[src/csr_pkg.sv]
package csr_pkg;

    localparam int xlen = 32;

    // low address field of the machine CSRs, payload bits 4:0
    typedef enum logic [4:0] {
        mcsr_status   = 5'h00,
        mcsr_isa      = 5'h01,
        mcsr_ie       = 5'h04,
        mcsr_tvec     = 5'h05,
        mcsr_scratch  = 5'h10,
        mcsr_epc      = 5'h11,
        mcsr_cause    = 5'h12,
        mcsr_tval     = 5'h13,
        mcsr_ip       = 5'h14,
        mcsr_cycle    = 5'h18,
        mcsr_cycleh   = 5'h19,
        mcsr_instret  = 5'h1a,
        mcsr_instreth = 5'h1b,
        mcsr_hartid   = 5'h1f
    } csr_addr_e;

    typedef enum logic [1:0] {
        class_std     = 2'b00, // mstatus .. mip
        class_counter = 2'b10  // mcycle, minstret
    } csr_class_e;

    typedef enum logic [1:0] {
        op_none = 2'd0,
        op_rw   = 2'd1,
        op_rs   = 2'd2,
        op_rc   = 2'd3
    } csr_op_e;

    typedef enum logic [1:0] {
        fun_ecall  = 2'd0,
        fun_ebreak = 2'd1,
        fun_ret    = 2'd2
    } sys_fun_e;

    typedef enum logic [1:0] {
        unit_none = 2'd0, // no valid instruction
        unit_csr  = 2'd1,
        unit_lsu  = 2'd2,
        unit_alu  = 2'd3
    } unit_e;

    typedef enum logic [1:0] {
        imiscon_none      = 2'd0,
        imiscon_illegal   = 2'd1,
        imiscon_fetch_err = 2'd2,
        imiscon_pma_viol  = 2'd3
    } imiscon_e;

    typedef enum logic [4:0] {
        exc_iaccess   = 5'd1,
        exc_illegal   = 5'd2,
        exc_ebreak    = 5'd3,
        exc_ladd_miss = 5'd4,
        exc_laccess   = 5'd5,
        exc_sadd_miss = 5'd6,
        exc_saccess   = 5'd7,
        exc_ecall_m   = 5'd11
    } exc_code_e;

    // also the bit positions in mie and mip
    typedef enum logic [4:0] {
        int_msi = 5'd3,
        int_mti = 5'd7,
        int_mei = 5'd11
    } int_code_e;

    localparam logic [xlen-1:0] misa_value  = 32'h4000_1104; // rv32imc
    localparam logic [xlen-1:0] mstatus_mpp = 32'h0000_1800; // machine mode only

    localparam int mie_bit  = 3;
    localparam int mpie_bit = 7;

endpackage

[src/csr_cmd_if.sv]
`timescale 1ns/100ps

interface csr_cmd_if;
    import csr_pkg::*;

    logic            wr_en;      // machine csr write this cycle
    csr_addr_e       wr_addr;    // also selects the read value
    csr_class_e      wr_class;
    logic [xlen-1:0] wr_data;    // value after read-modify-write
    logic            mret;
    logic            trap_take;  // interrupt or exception entered
    logic            trap_int;
    logic [4:0]      trap_code;
    logic            exc_active;
    logic [xlen-1:0] tval;
    logic            commit;
    logic            execute;    // valid instruction, no pipeline restart
    logic            stall;

    modport decode (output wr_en, wr_addr, wr_class, wr_data, mret, trap_take, trap_int,
                    trap_code, exc_active, tval, commit, execute, stall);
    modport sink (input wr_en, wr_addr, wr_class, wr_data, mret, trap_take, trap_int,
                  trap_code, exc_active, tval, commit, execute, stall);
endinterface

[src/csr_decode.sv]
`timescale 1ns/100ps

module csr_decode (
    input  logic                     clk_i,
    input  logic                     reset_i,
    input  logic                     stall_i,
    input  logic                     flush_i,
    input  logic                     hresp_i,
    input  csr_pkg::imiscon_e        imiscon_i,
    input  logic                     rstpp_i,
    input  logic                     interrupted_i,
    input  csr_pkg::unit_e           unit_i,
    input  logic [3:0]               function_i,
    input  logic [11:0]              payload_i,
    input  logic [csr_pkg::xlen-1:0] val_i,
    input  csr_pkg::int_code_e       int_code_i,
    input  logic [csr_pkg::xlen-1:0] regs_r_i,
    input  logic [csr_pkg::xlen-1:0] cnt_r_i,
    output logic [csr_pkg::xlen-1:0] csr_r_o,
    output logic                     exception_o,
    output logic                     treturn_o,
    csr_cmd_if.decode                cmd
);
    import csr_pkg::*;

    logic is_csr, is_lsu, pma_viol, sys_fun, machine_csr;
    logic exc_misaligned, exc_ls_access, exc_iacc, exc_ill, exc_ecall, exc_ebrk;
    logic exception, execute;
    csr_op_e   op;
    exc_code_e exc_code;

    assign is_csr      = unit_i == unit_csr;
    assign is_lsu      = unit_i == unit_lsu;
    assign pma_viol    = imiscon_i == imiscon_pma_viol;
    assign sys_fun     = is_csr & (function_i[2:0] == 3'b000);
    assign machine_csr = payload_i[6:5] == 2'b11;
    assign op          = csr_op_e'(function_i[1:0]);

    // exception sources
    assign exc_misaligned = is_lsu & ((function_i[1] & |val_i[1:0]) | (function_i[0] & val_i[0]));
    assign exc_ls_access  = is_lsu & (hresp_i | pma_viol);
    assign exc_iacc       = (imiscon_i == imiscon_fetch_err) | (pma_viol & ~is_lsu);
    assign exc_ill        = imiscon_i == imiscon_illegal;
    assign exc_ecall      = sys_fun & (payload_i[10:9] == fun_ecall);
    assign exc_ebrk       = sys_fun & (payload_i[10:9] == fun_ebreak);
    assign exception      = exc_misaligned | exc_ls_access | exc_iacc | exc_ill
                          | exc_ecall | exc_ebrk;

    always_comb begin
        if (exc_iacc)            exc_code = exc_iaccess;
        else if (exc_ill)        exc_code = exc_illegal;
        else if (exc_ecall)      exc_code = exc_ecall_m;
        else if (exc_ebrk)       exc_code = exc_ebreak;
        else if (exc_misaligned) exc_code = function_i[3] ? exc_sadd_miss : exc_ladd_miss;
        else                     exc_code = function_i[3] ? exc_saccess : exc_laccess;
    end

    assign csr_r_o = regs_r_i | cnt_r_i; // each block reads zero outside its range

    // read-modify-write value
    always_comb begin
        case (op)
            op_rw:   cmd.wr_data = val_i;
            op_rs:   cmd.wr_data = csr_r_o | val_i;
            op_rc:   cmd.wr_data = csr_r_o & ~val_i;
            default: cmd.wr_data = csr_r_o;
        endcase
    end

    assign execute = ((unit_i != unit_none) | exc_iacc | exc_ill) & ~rstpp_i;

    assign cmd.wr_en      = is_csr & (op != op_none) & machine_csr & ~flush_i;
    assign cmd.wr_addr    = csr_addr_e'(payload_i[4:0]);
    assign cmd.wr_class   = csr_class_e'(payload_i[8:7]);
    assign cmd.mret       = sys_fun & machine_csr & (payload_i[8:7] == class_std)
                          & (payload_i[10:9] == fun_ret) & ~flush_i;
    assign cmd.trap_take  = interrupted_i | (exception & execute);
    assign cmd.trap_int   = interrupted_i;
    assign cmd.trap_code  = interrupted_i ? int_code_i : exc_code;
    assign cmd.exc_active = exception & execute & ~interrupted_i;
    assign cmd.tval       = val_i;
    assign cmd.commit     = (unit_i != unit_none) & ~stall_i & ~flush_i;
    assign cmd.execute    = execute;
    assign cmd.stall      = stall_i;

    assign exception_o = exception;
    assign treturn_o   = cmd.mret;

    // a system function never carries a csr op
    assert property (@(posedge clk_i) disable iff (reset_i) !(cmd.wr_en && cmd.mret))
        else $error("csr write and mret in the same cycle");

endmodule

[src/csr_trap_vector.sv]
`timescale 1ns/100ps

module csr_trap_vector (
    input  logic [csr_pkg::xlen-1:0] mie_i,
    input  logic [csr_pkg::xlen-1:0] mip_i,
    input  logic                     mstatus_mie_i,
    input  logic [csr_pkg::xlen-1:0] mtvec_i,
    output logic                     int_pending_o,
    output csr_pkg::int_code_e       int_code_o,
    output logic [csr_pkg::xlen-1:0] exc_trap_o,
    output logic [csr_pkg::xlen-1:0] int_trap_o
);
    import csr_pkg::*;

    logic [xlen-1:0] active;
    logic [xlen-1:0] vector_offset;

    assign active        = mie_i & mip_i;
    assign int_pending_o = |active & mstatus_mie_i; // global enable from mstatus

    // fixed priority, external first
    always_comb begin
        if (active[int_mei]) begin
            int_code_o = int_mei;
        end else if (active[int_msi]) begin
            int_code_o = int_msi;
        end else begin
            int_code_o = int_mti;
        end
    end

    assign exc_trap_o    = {mtvec_i[xlen-1:2], 2'b00};
    assign vector_offset = {{(xlen-7){1'b0}}, int_code_o, 2'b00}; // 4 * code

    // vectored mode adds the offset, direct mode shares one entry
    assign int_trap_o = mtvec_i[0] ? exc_trap_o + vector_offset : exc_trap_o;

endmodule

[src/csr_regs.sv]
`timescale 1ns/100ps

module csr_regs #(
    parameter logic [csr_pkg::xlen-1:0] BOOT_ADDR = '0
) (
    input  logic                     clk_i,
    input  logic                     reset_i,
    input  logic                     irq_meip_i,
    input  logic                     irq_mtip_i,
    input  logic                     irq_msip_i,
    input  logic [csr_pkg::xlen-1:0] newrst_point_i,
    input  logic                     interrupted_i,
    csr_cmd_if.sink                  cmd,
    output logic [csr_pkg::xlen-1:0] r_o,
    output logic [csr_pkg::xlen-1:0] mie_o,
    output logic [csr_pkg::xlen-1:0] mip_o,
    output logic                     mstatus_mie_o,
    output logic [csr_pkg::xlen-1:0] mtvec_o,
    output logic [csr_pkg::xlen-1:0] mepc_o,
    output logic [csr_pkg::xlen-1:0] rst_point_o
);
    import csr_pkg::*;

    localparam logic [xlen-1:0] irq_mask = (xlen'(1) << int_mei) | (xlen'(1) << int_mti)
                                         | (xlen'(1) << int_msi);

    logic            status_mie, status_mpie;
    logic [xlen-1:0] mie_q, mip_q, mtvec_q, mscratch_q, mepc_q, mcause_q, mtval_q;
    logic [xlen-1:0] rst_point_q;
    logic [xlen-1:0] mip_next;
    logic [xlen-1:0] status_rd;
    logic            std_wr;

    assign std_wr = cmd.wr_en & (cmd.wr_class == class_std);

    always_comb begin
        mip_next          = '0;
        mip_next[int_mei] = irq_meip_i;
        mip_next[int_mti] = irq_mtip_i;
        mip_next[int_msi] = irq_msip_i;
    end

    // mstatus: trap entry wins over mret, mret over a csr write
    always_ff @(posedge clk_i) begin
        if (reset_i) begin
            status_mie  <= 1'b0;
            status_mpie <= 1'b0;
        end else if (cmd.trap_take) begin
            status_mpie <= status_mie;
            status_mie  <= 1'b0;
        end else if (cmd.mret) begin
            status_mie  <= status_mpie;
            status_mpie <= 1'b1;
        end else if (std_wr && cmd.wr_addr == mcsr_status) begin
            status_mie  <= cmd.wr_data[mie_bit];
            status_mpie <= cmd.wr_data[mpie_bit];
        end
    end

    // trap state
    always_ff @(posedge clk_i) begin
        if (reset_i) begin
            mepc_q   <= '0;
            mcause_q <= '0;
            mtval_q  <= '0;
        end else begin
            if (cmd.trap_take) begin
                mepc_q   <= rst_point_q; // address of the trapped instruction
                mcause_q <= {cmd.trap_int, {(xlen-6){1'b0}}, cmd.trap_code};
            end else begin
                if (std_wr && cmd.wr_addr == mcsr_epc) mepc_q <= cmd.wr_data;
                if (std_wr && cmd.wr_addr == mcsr_cause) mcause_q <= cmd.wr_data;
            end
            if (cmd.exc_active) begin
                mtval_q <= cmd.tval;
            end else if (std_wr && cmd.wr_addr == mcsr_tval) begin
                mtval_q <= cmd.wr_data;
            end
        end
    end

    always_ff @(posedge clk_i) begin
        if (reset_i) begin
            mie_q      <= '0;
            mip_q      <= '0;
            mtvec_q    <= '0;
            mscratch_q <= '0;
        end else begin
            mip_q <= mip_next; // sampled every cycle
            if (std_wr && cmd.wr_addr == mcsr_ie) mie_q <= cmd.wr_data & irq_mask;
            if (std_wr && cmd.wr_addr == mcsr_tvec) begin
                mtvec_q <= {cmd.wr_data[xlen-1:2], 1'b0, cmd.wr_data[0]};
            end
            if (std_wr && cmd.wr_addr == mcsr_scratch) mscratch_q <= cmd.wr_data;
        end
    end

    // reset point follows the executing instruction
    always_ff @(posedge clk_i) begin
        if (reset_i) begin
            rst_point_q <= BOOT_ADDR;
        end else if ((cmd.execute && !cmd.stall) || interrupted_i) begin
            rst_point_q <= newrst_point_i;
        end
    end

    always_comb begin
        status_rd           = mstatus_mpp;
        status_rd[mie_bit]  = status_mie;
        status_rd[mpie_bit] = status_mpie;
    end

    always_comb begin
        case (cmd.wr_addr)
            mcsr_status:  r_o = status_rd;
            mcsr_isa:     r_o = misa_value;
            mcsr_ie:      r_o = mie_q;
            mcsr_tvec:    r_o = mtvec_q;
            mcsr_scratch: r_o = mscratch_q;
            mcsr_epc:     r_o = mepc_q;
            mcsr_cause:   r_o = mcause_q;
            mcsr_tval:    r_o = mtval_q;
            mcsr_ip:      r_o = mip_q;
            mcsr_hartid:  r_o = '0; // single hart
            default:      r_o = '0;
        endcase
    end

    assign mie_o         = mie_q;
    assign mip_o         = mip_q;
    assign mstatus_mie_o = status_mie;
    assign mtvec_o       = mtvec_q;
    assign mepc_o        = mepc_q;
    assign rst_point_o   = rst_point_q;

    // only direct and vectored modes exist
    assert property (@(posedge clk_i) disable iff (reset_i) mtvec_q[1] == 1'b0)
        else $error("mtvec mode bit 1 set");

endmodule

[src/csr_counters.sv]
`timescale 1ns/100ps

module csr_counters (
    input  logic                     clk_i,
    input  logic                     reset_i,
    csr_cmd_if.sink                  cmd,
    output logic [csr_pkg::xlen-1:0] r_o
);
    import csr_pkg::*;

    logic [63:0] mcycle_q, minstret_q;
    logic [63:0] mcycle_next, minstret_next;
    logic        cnt_wr, cycle_wr;

    assign cnt_wr   = cmd.wr_en & (cmd.wr_class == class_counter);
    assign cycle_wr = cnt_wr & (cmd.wr_addr == mcsr_cycle || cmd.wr_addr == mcsr_cycleh);

    // a write replaces the addressed half, the other half still counts
    always_comb begin
        mcycle_next   = mcycle_q + 64'd1;
        minstret_next = cmd.commit ? minstret_q + 64'd1 : minstret_q;
        if (cnt_wr) begin
            case (cmd.wr_addr)
                mcsr_cycle:    mcycle_next[31:0]    = cmd.wr_data;
                mcsr_cycleh:   mcycle_next[63:32]   = cmd.wr_data;
                mcsr_instret:  minstret_next[31:0]  = cmd.wr_data;
                mcsr_instreth: minstret_next[63:32] = cmd.wr_data;
                default:       ;
            endcase
        end
    end

    always_ff @(posedge clk_i) begin
        if (reset_i) begin
            mcycle_q   <= '0;
            minstret_q <= '0;
        end else begin
            mcycle_q   <= mcycle_next;
            minstret_q <= minstret_next;
        end
    end

    always_comb begin
        case (cmd.wr_addr)
            mcsr_cycle:    r_o = mcycle_q[31:0];
            mcsr_cycleh:   r_o = mcycle_q[63:32];
            mcsr_instret:  r_o = minstret_q[31:0];
            mcsr_instreth: r_o = minstret_q[63:32];
            default:       r_o = '0;
        endcase
    end

    assert property (@(posedge clk_i) disable iff (reset_i)
                     !cycle_wr |=> mcycle_q == $past(mcycle_q) + 64'd1)
        else $error("mcycle did not advance by one");

endmodule

[src/csr_unit.sv]
`timescale 1ns/100ps

module csr_unit #(
    parameter logic [csr_pkg::xlen-1:0] BOOT_ADDR = '0
) (
    input  logic                     clk_i,
    input  logic                     reset_i,
    input  logic                     stall_i,
    input  logic                     flush_i,
    input  logic                     irq_meip_i,
    input  logic                     irq_mtip_i,
    input  logic                     irq_msip_i,
    input  logic                     hresp_i,
    input  csr_pkg::imiscon_e        imiscon_i,
    input  logic                     rstpp_i,
    input  logic [csr_pkg::xlen-1:0] newrst_point_i,
    input  logic                     interrupted_i,
    input  csr_pkg::unit_e           unit_i,
    input  logic [3:0]               function_i,
    input  logic [11:0]              payload_i,
    input  logic [csr_pkg::xlen-1:0] val_i,
    output logic [csr_pkg::xlen-1:0] csr_r_o,
    output logic [csr_pkg::xlen-1:0] exc_trap_o,
    output logic [csr_pkg::xlen-1:0] int_trap_o,
    output logic [csr_pkg::xlen-1:0] rst_point_o,
    output logic [csr_pkg::xlen-1:0] mepc_o,
    output logic                     treturn_o,
    output logic                     int_pending_o,
    output logic                     exception_o
);
    import csr_pkg::*;

    logic [xlen-1:0] regs_r, cnt_r, mie, mip, mtvec;
    logic            mstatus_mie;
    int_code_e       int_code;

    csr_cmd_if cmd ();

    csr_decode m_decode (
        .clk_i, .reset_i, .stall_i, .flush_i, .hresp_i, .imiscon_i, .rstpp_i,
        .interrupted_i, .unit_i, .function_i, .payload_i, .val_i,
        .int_code_i(int_code), .regs_r_i(regs_r), .cnt_r_i(cnt_r),
        .csr_r_o, .exception_o, .treturn_o, .cmd(cmd.decode)
    );

    csr_trap_vector m_trap_vector (
        .mie_i(mie), .mip_i(mip), .mstatus_mie_i(mstatus_mie), .mtvec_i(mtvec),
        .int_pending_o, .int_code_o(int_code), .exc_trap_o, .int_trap_o
    );

    csr_regs #(.BOOT_ADDR(BOOT_ADDR)) m_regs (
        .clk_i, .reset_i, .irq_meip_i, .irq_mtip_i, .irq_msip_i, .newrst_point_i,
        .interrupted_i, .cmd(cmd.sink), .r_o(regs_r), .mie_o(mie), .mip_o(mip),
        .mstatus_mie_o(mstatus_mie), .mtvec_o(mtvec), .mepc_o, .rst_point_o
    );

    csr_counters m_counters (
        .clk_i, .reset_i, .cmd(cmd.sink), .r_o(cnt_r)
    );

endmodule

[config.mk]
export PLATFORM = sky130hd
export DESIGN_NAME = csr_unit
export DESIGN_NICKNAME = d
export VERILOG_FILES = /design/src/csr_pkg.sv /design/src/csr_cmd_if.sv /design/src/csr_decode.sv /design/src/csr_trap_vector.sv /design/src/csr_regs.sv /design/src/csr_counters.sv /design/src/csr_unit.sv
export SDC_FILE = /design/constraint.sdc
export NUM_CORES = 1
export LEC_CHECK = 0
export ABC_AREA = 1
export BUFFER_PORTS_ARGS = -buffer_cell sky130_fd_sc_hd__buf_2
export CORE_AREA = 10 10 183 219
export CTS_CLUSTER_SIZE = 28
export DETAILED_ROUTE_END_ITERATION = 10
export DIE_AREA = 0 0 193 229
export PLACE_DENSITY = 0.81
export SLEW_MARGIN = 25
export SYNTH_ARGS = -nofsm -noshare
export SYNTH_HDL_FRONTEND = slang
export SYNTH_SLANG_ARGS = --single-unit
[constraint.sdc]
create_clock -name clk_i -period 3.4 [get_ports clk_i]
set_input_delay 1.02 -clock clk_i [delete_from_list [all_inputs] [get_ports clk_i]]
set_output_delay 1.02 -clock clk_i [all_outputs]
set_load 0.1 [all_outputs]
==> results_dict.tcl, run 1 <==
set metrics [dict create \
    outcome "aborted with a tool error" \
    haltStage "global routing (5_1_grt)" \
    firstError "[ERROR GRT-0232] Routing congestion too high. Check the congestion heatmap in the GUI." \
    synth_ff_type "dfxtp_1" \
    grt_use_total 0.786 \
    yosysSeqAreaShare 0.310 \
    synth.top_cell.area_share 0.310 \
    clkSinkCount 327 \
    die_h_um 229 \
    synth_area_mm2 0.0211 \
    io_buffers 251 \
    cts_inserted_buffers 36 \
    io_pins 257 \
    worst-ep-kind "top-level output" \
    ys_seq_elements 327 \
    synthDistinctLibCells 44 \
    place_ws_ns -0.301 \
    initial_core_util 0.592 \
    clockBufferDepth 3 \
    synthCells 3571 \
    postSynthAreaPerCell_um2 5.91 \
    num_rows 76 \
    htree_levels 2 \
    netlist_top_cells_count "725 x nand2_1, 585 x nor2_1, 548 x inv_1, 327 x dfxtp_1, 309 x o21ai_0" \
    hpwl_um 76200 \
    synth_most_common_cell "nand2_1" \
    gp_congestion 1.13 \
    die_w_um 193 \
    root_buffer "clkbuf_16" \
    yosysWarnings 0 \
    synthTopCellsByArea "dfxtp_1 31%, nand2_1 13%, nor2_1 10%" \
    cts_hold_buffers 0 \
    crit_endpoint "int_trap_o[17]" \
    grt_max_degree 159 \
    synth_top_area_cell "dfxtp_1" \
    synthArstFlopShare 0 \
    grt_overflow 342 \
    synth_edf_count 0 \
]
==> routing by layer <==
layer / GRT overflow / GRT usage
met5: 3 / 0.466
met4: 116 / 0.767
met3: 18 / 0.713
met2: 178 / 0.893
met1: 27 / 0.773
==> what timing repair did <==
item | 4_1_cts
gates cloned | 13
pin swaps | 84
setup buffers | 51
resized for setup | 384
setup endpoints to repair | 59
==> through the flow <==
stage | cells | area, um2 | hold slack (ns)
2_1_floorplan | 3574 | 21600 | 0.444
3_3_place_gp | 4349 | 25600 | 0.454
3_5_place_dp | 4349 | 25600 | 0.466
4_1_cts | 4469 | 28900 | 0.467
==> kinds of logic after synthesis <==
group,count (synthesis),share of synthesized area
flip-flops,327,0.310
buffers and inverters,742,0.143
XOR/XNOR,36,0.0149
other,1,0.000178
adder cells (fa/ha/maj),5,0.00296
AO/OA/AOI/OAI,652,0.160
AND/OR/NAND/NOR,1808,0.368
==> run 2: changes to the inputs <==
Settings changed: CORE_AREA 10 10 183 219 to 10 10 241 243, CTS_CLUSTER_SIZE 28 to default, DIE_AREA 0 0 193 229 to 0 0 251 253, PLACE_DENSITY 0.81 to default, PLACE_DENSITY_LB_ADDON from default to 0.15.
==> run 2 against run 1 <==
Against the previous run: the flow now finishes, with violations (negative setup slack); synthesized area did not move; synthesized cell count unchanged.
==> results_dict.tcl, run 2 <==
set metrics [dict create \
    outcome "complete, but fails checks" \
    violations "negative setup slack" \
    synth_top_family_by_area "simple AND/OR/NAND/NOR gates" \
    leakage_nw 13.9 \
    num_rows 85 \
    place_ws_ns -0.381 \
    hold_violations 0 \
    synthDistinctLibCells 44 \
    grt_use_total 0.323 \
    setup_ws_ns -0.459 \
    synth_area_mm2 0.0211 \
    fin_util 0.571 \
    layout_common_cells "661 x nand2_1, 534 x inv_1, 489 x nor2_1, 324 x dfxtp_1, 249 x o21ai_0" \
    cts_hold_buffers 0 \
    grt_pass1_vias 23900 \
    path_max_fanout 3 \
    synth_ff_type "dfxtp_1" \
    grt_overflow 0 \
    routed_wl_um 109000 \
    drive_gt1_frac 0.258 \
    synth_top_area_cell "dfxtp_1" \
    dr.pass1.iters 8 \
    path_clk_slew_ns 0.06 \
    synth-simple-area-share 0.368 \
    synthArstFlopShare 0 \
    hpwl_um 81000 \
    drc 0 \
    synth_edf_count 0 \
    drtIter0Drc 3446 \
    yosysSeqAreaShare 0.310 \
    nNetsFinal 4136 \
    min_path_type "flop to flop" \
    synth_xor_area_frac 0.0149 \
    htree_levels 2 \
    antenna_found_initial 16 \
    root_buffer "clkbuf_16" \
    die_area_mm2 0.0635 \
    r2r_slack_ns 0.47 \
    worst_slew_margin_rel 0.407 \
    synthAdderAreaFrac 0.00296 \
    post_drt_wl_per_cell_um 22.8 \
    layout_min_cycle_time_ns 3.86 \
    p_per_area_mw_per_mm2 333 \
    synthMuxAreaShare 0 \
    path_class "flop to output port" \
    final_common_cell "nand2_1" \
    top_regs "m_counters.mcycle_q (64), m_counters.minstret_q (64)" \
    clockBufferDepth 3 \
    io_pins 257 \
    synthTopCellsByArea "dfxtp_1 31%, nand2_1 13%, nor2_1 10%" \
    syn_to_final_growth_pct 44.1 \
    clk_latency_ns 0.60 \
    rsz0062_at_grt "true" \
    fin_crit_sh 1.14 \
    max_cap_violations 0 \
    slew_violations 0 \
    startpoint_type "flop" \
    synth_compound_area_frac 0.160 \
    max_freq_mhz 259 \
    die_w_um 251 \
    irDropWorstVdd_mv 0.339 \
    yosysWarnings 0 \
    tightest_slew_ns 0.883 \
    clkSinkCount 327 \
    initial_core_util 0.396 \
    postSynthAreaPerCell_um2 5.91 \
    grt_first_pass_wirelength_um 155000 \
    coreArea_mm2 0.0533 \
    synth_most_common_cell "nand2_1" \
    ant_nets 0 \
    setup_viol 58 \
    cts_inserted_buffers 42 \
    netlist_top_cells_count "725 x nand2_1, 585 x nor2_1, 548 x inv_1, 327 x dfxtp_1, 309 x o21ai_0" \
    tritoncts "done" \
    cp-end-kind "output port" \
    required_ns 2.38 \
    clock_skew_ns 0.0172 \
    vias 26200 \
    cp.arrival_ns 2.84 \
    via_per_inst 5.49 \
    synthCells 3571 \
    ys_seq_elements 327 \
    io_buffers 251 \
    gp_congestion 1.03 \
    grt_max_degree 159 \
    die_h_um 253 \
    synth.top_cell.area_share 0.310 \
]
-- run 2: cell counts after synthesis --
Identical to the previous run, type by type.
-- run 2: timing repair --
action / in CTS / in global routing
resized for setup: 346 / 241
cloned: 8 / 1
setup buffers: 52 / 32
endpoints found under the setup margin: 60 / 58
pin swaps: 88 / 102
-- run 2: kinds of logic (layout without fill, tap and decap cells) --
group | Yosys count | after routing
AO/OA/AOI/OAI | 652 | 652
XOR/XNOR | 36 | 36
adder cells (fa/ha/maj) | 5 | 5
buffers and inverters | 742 | 1229
flip-flops | 327 | 327
other | 1 | 11
AND/OR/NAND/NOR | 1808 | 1810
-- run 2: critical path, stage by stage, from the launching register on --
cell	delay [ns]
dfxtp_2	0.33
inv_2	0.04
o21ai_2	0.16
inv_2	0.08
ha_4	0.27
buf_6	0.09
nand2_4	0.05
nand2_4	0.08
a21oi_4	0.08
nor2_2	0.10
nand2_2	0.08
nor3_4	0.28
nand3_2	0.16
xor2_4	0.24
buf_12	0.19
-- run 2: final timing paths --
check / cells past startpoint / from / to
max: 14 / m_regs.mie_o[3]$_SDFFE_PP0P_ / int_trap_o[30]
min: 2 / m_regs.mcause_q[4]$_SDFFE_PP0P_ / m_regs.mcause_q[4]$_SDFFE_PP0P_
max reg2reg: 13 / m_counters.mcycle_q[0]$_SDFF_PP0_ / m_counters.mcycle_q[50]$_SDFF_PP0_
min reg2reg: 2 / m_regs.mcause_q[4]$_SDFFE_PP0P_ / m_regs.mcause_q[4]$_SDFFE_PP0P_
-- run 2: layout make-up --
type	instances	area [um2]
Multi-Input combinational cell	2507	13600
Fill cell	5284	22800
Antenna cell	7	17.5
Tap cell	696	871
Clock buffer	61	1240
Inverter	569	2160
Sequential cell	327	6550
Timing Repair Buffer	590	5850
Clock inverter	9	104
-- run 2: metrics by stage --
stage | area [um2] | TNS [ns] | instances | hold slack [ns] | total power, mW
2_1_floorplan | 21600 | -3.24 | 3574 | 0.444 | 4.92
5_1_grt | 30400 | -17.92 | 4761 | 0.520 | 10.4
6_report | 30400 | -15.10 | 4766 | 0.515 | 10.2
3_5_place_dp | 26400 | -8.62 | 4625 | 0.464 | 5.56
4_1_cts | 29400 | -13.45 | 4745 | 0.484 | 10.1
3_3_place_gp | 26400 | -8.53 | 4625 | 0.459 | 5.56
-- run 2: where the power goes --
part	switching [mW]	internal, mW
combinational	1.20	0.446
clock	1.91	2.61
sequential	0.0727	3.91
total	3.19	6.97
-- run 2: metal layers --
metal	global-route usage	vias up	part of all wire
met2	0.508	1315	0.45
met4	0.172	10	0.058
met5	0.00870	-	0.00064
met3	0.0734	295	0.10
li1	-	12300	-
met1	0.405	12200	0.39
Note: power is estimated with default switching activity, not from simulation.
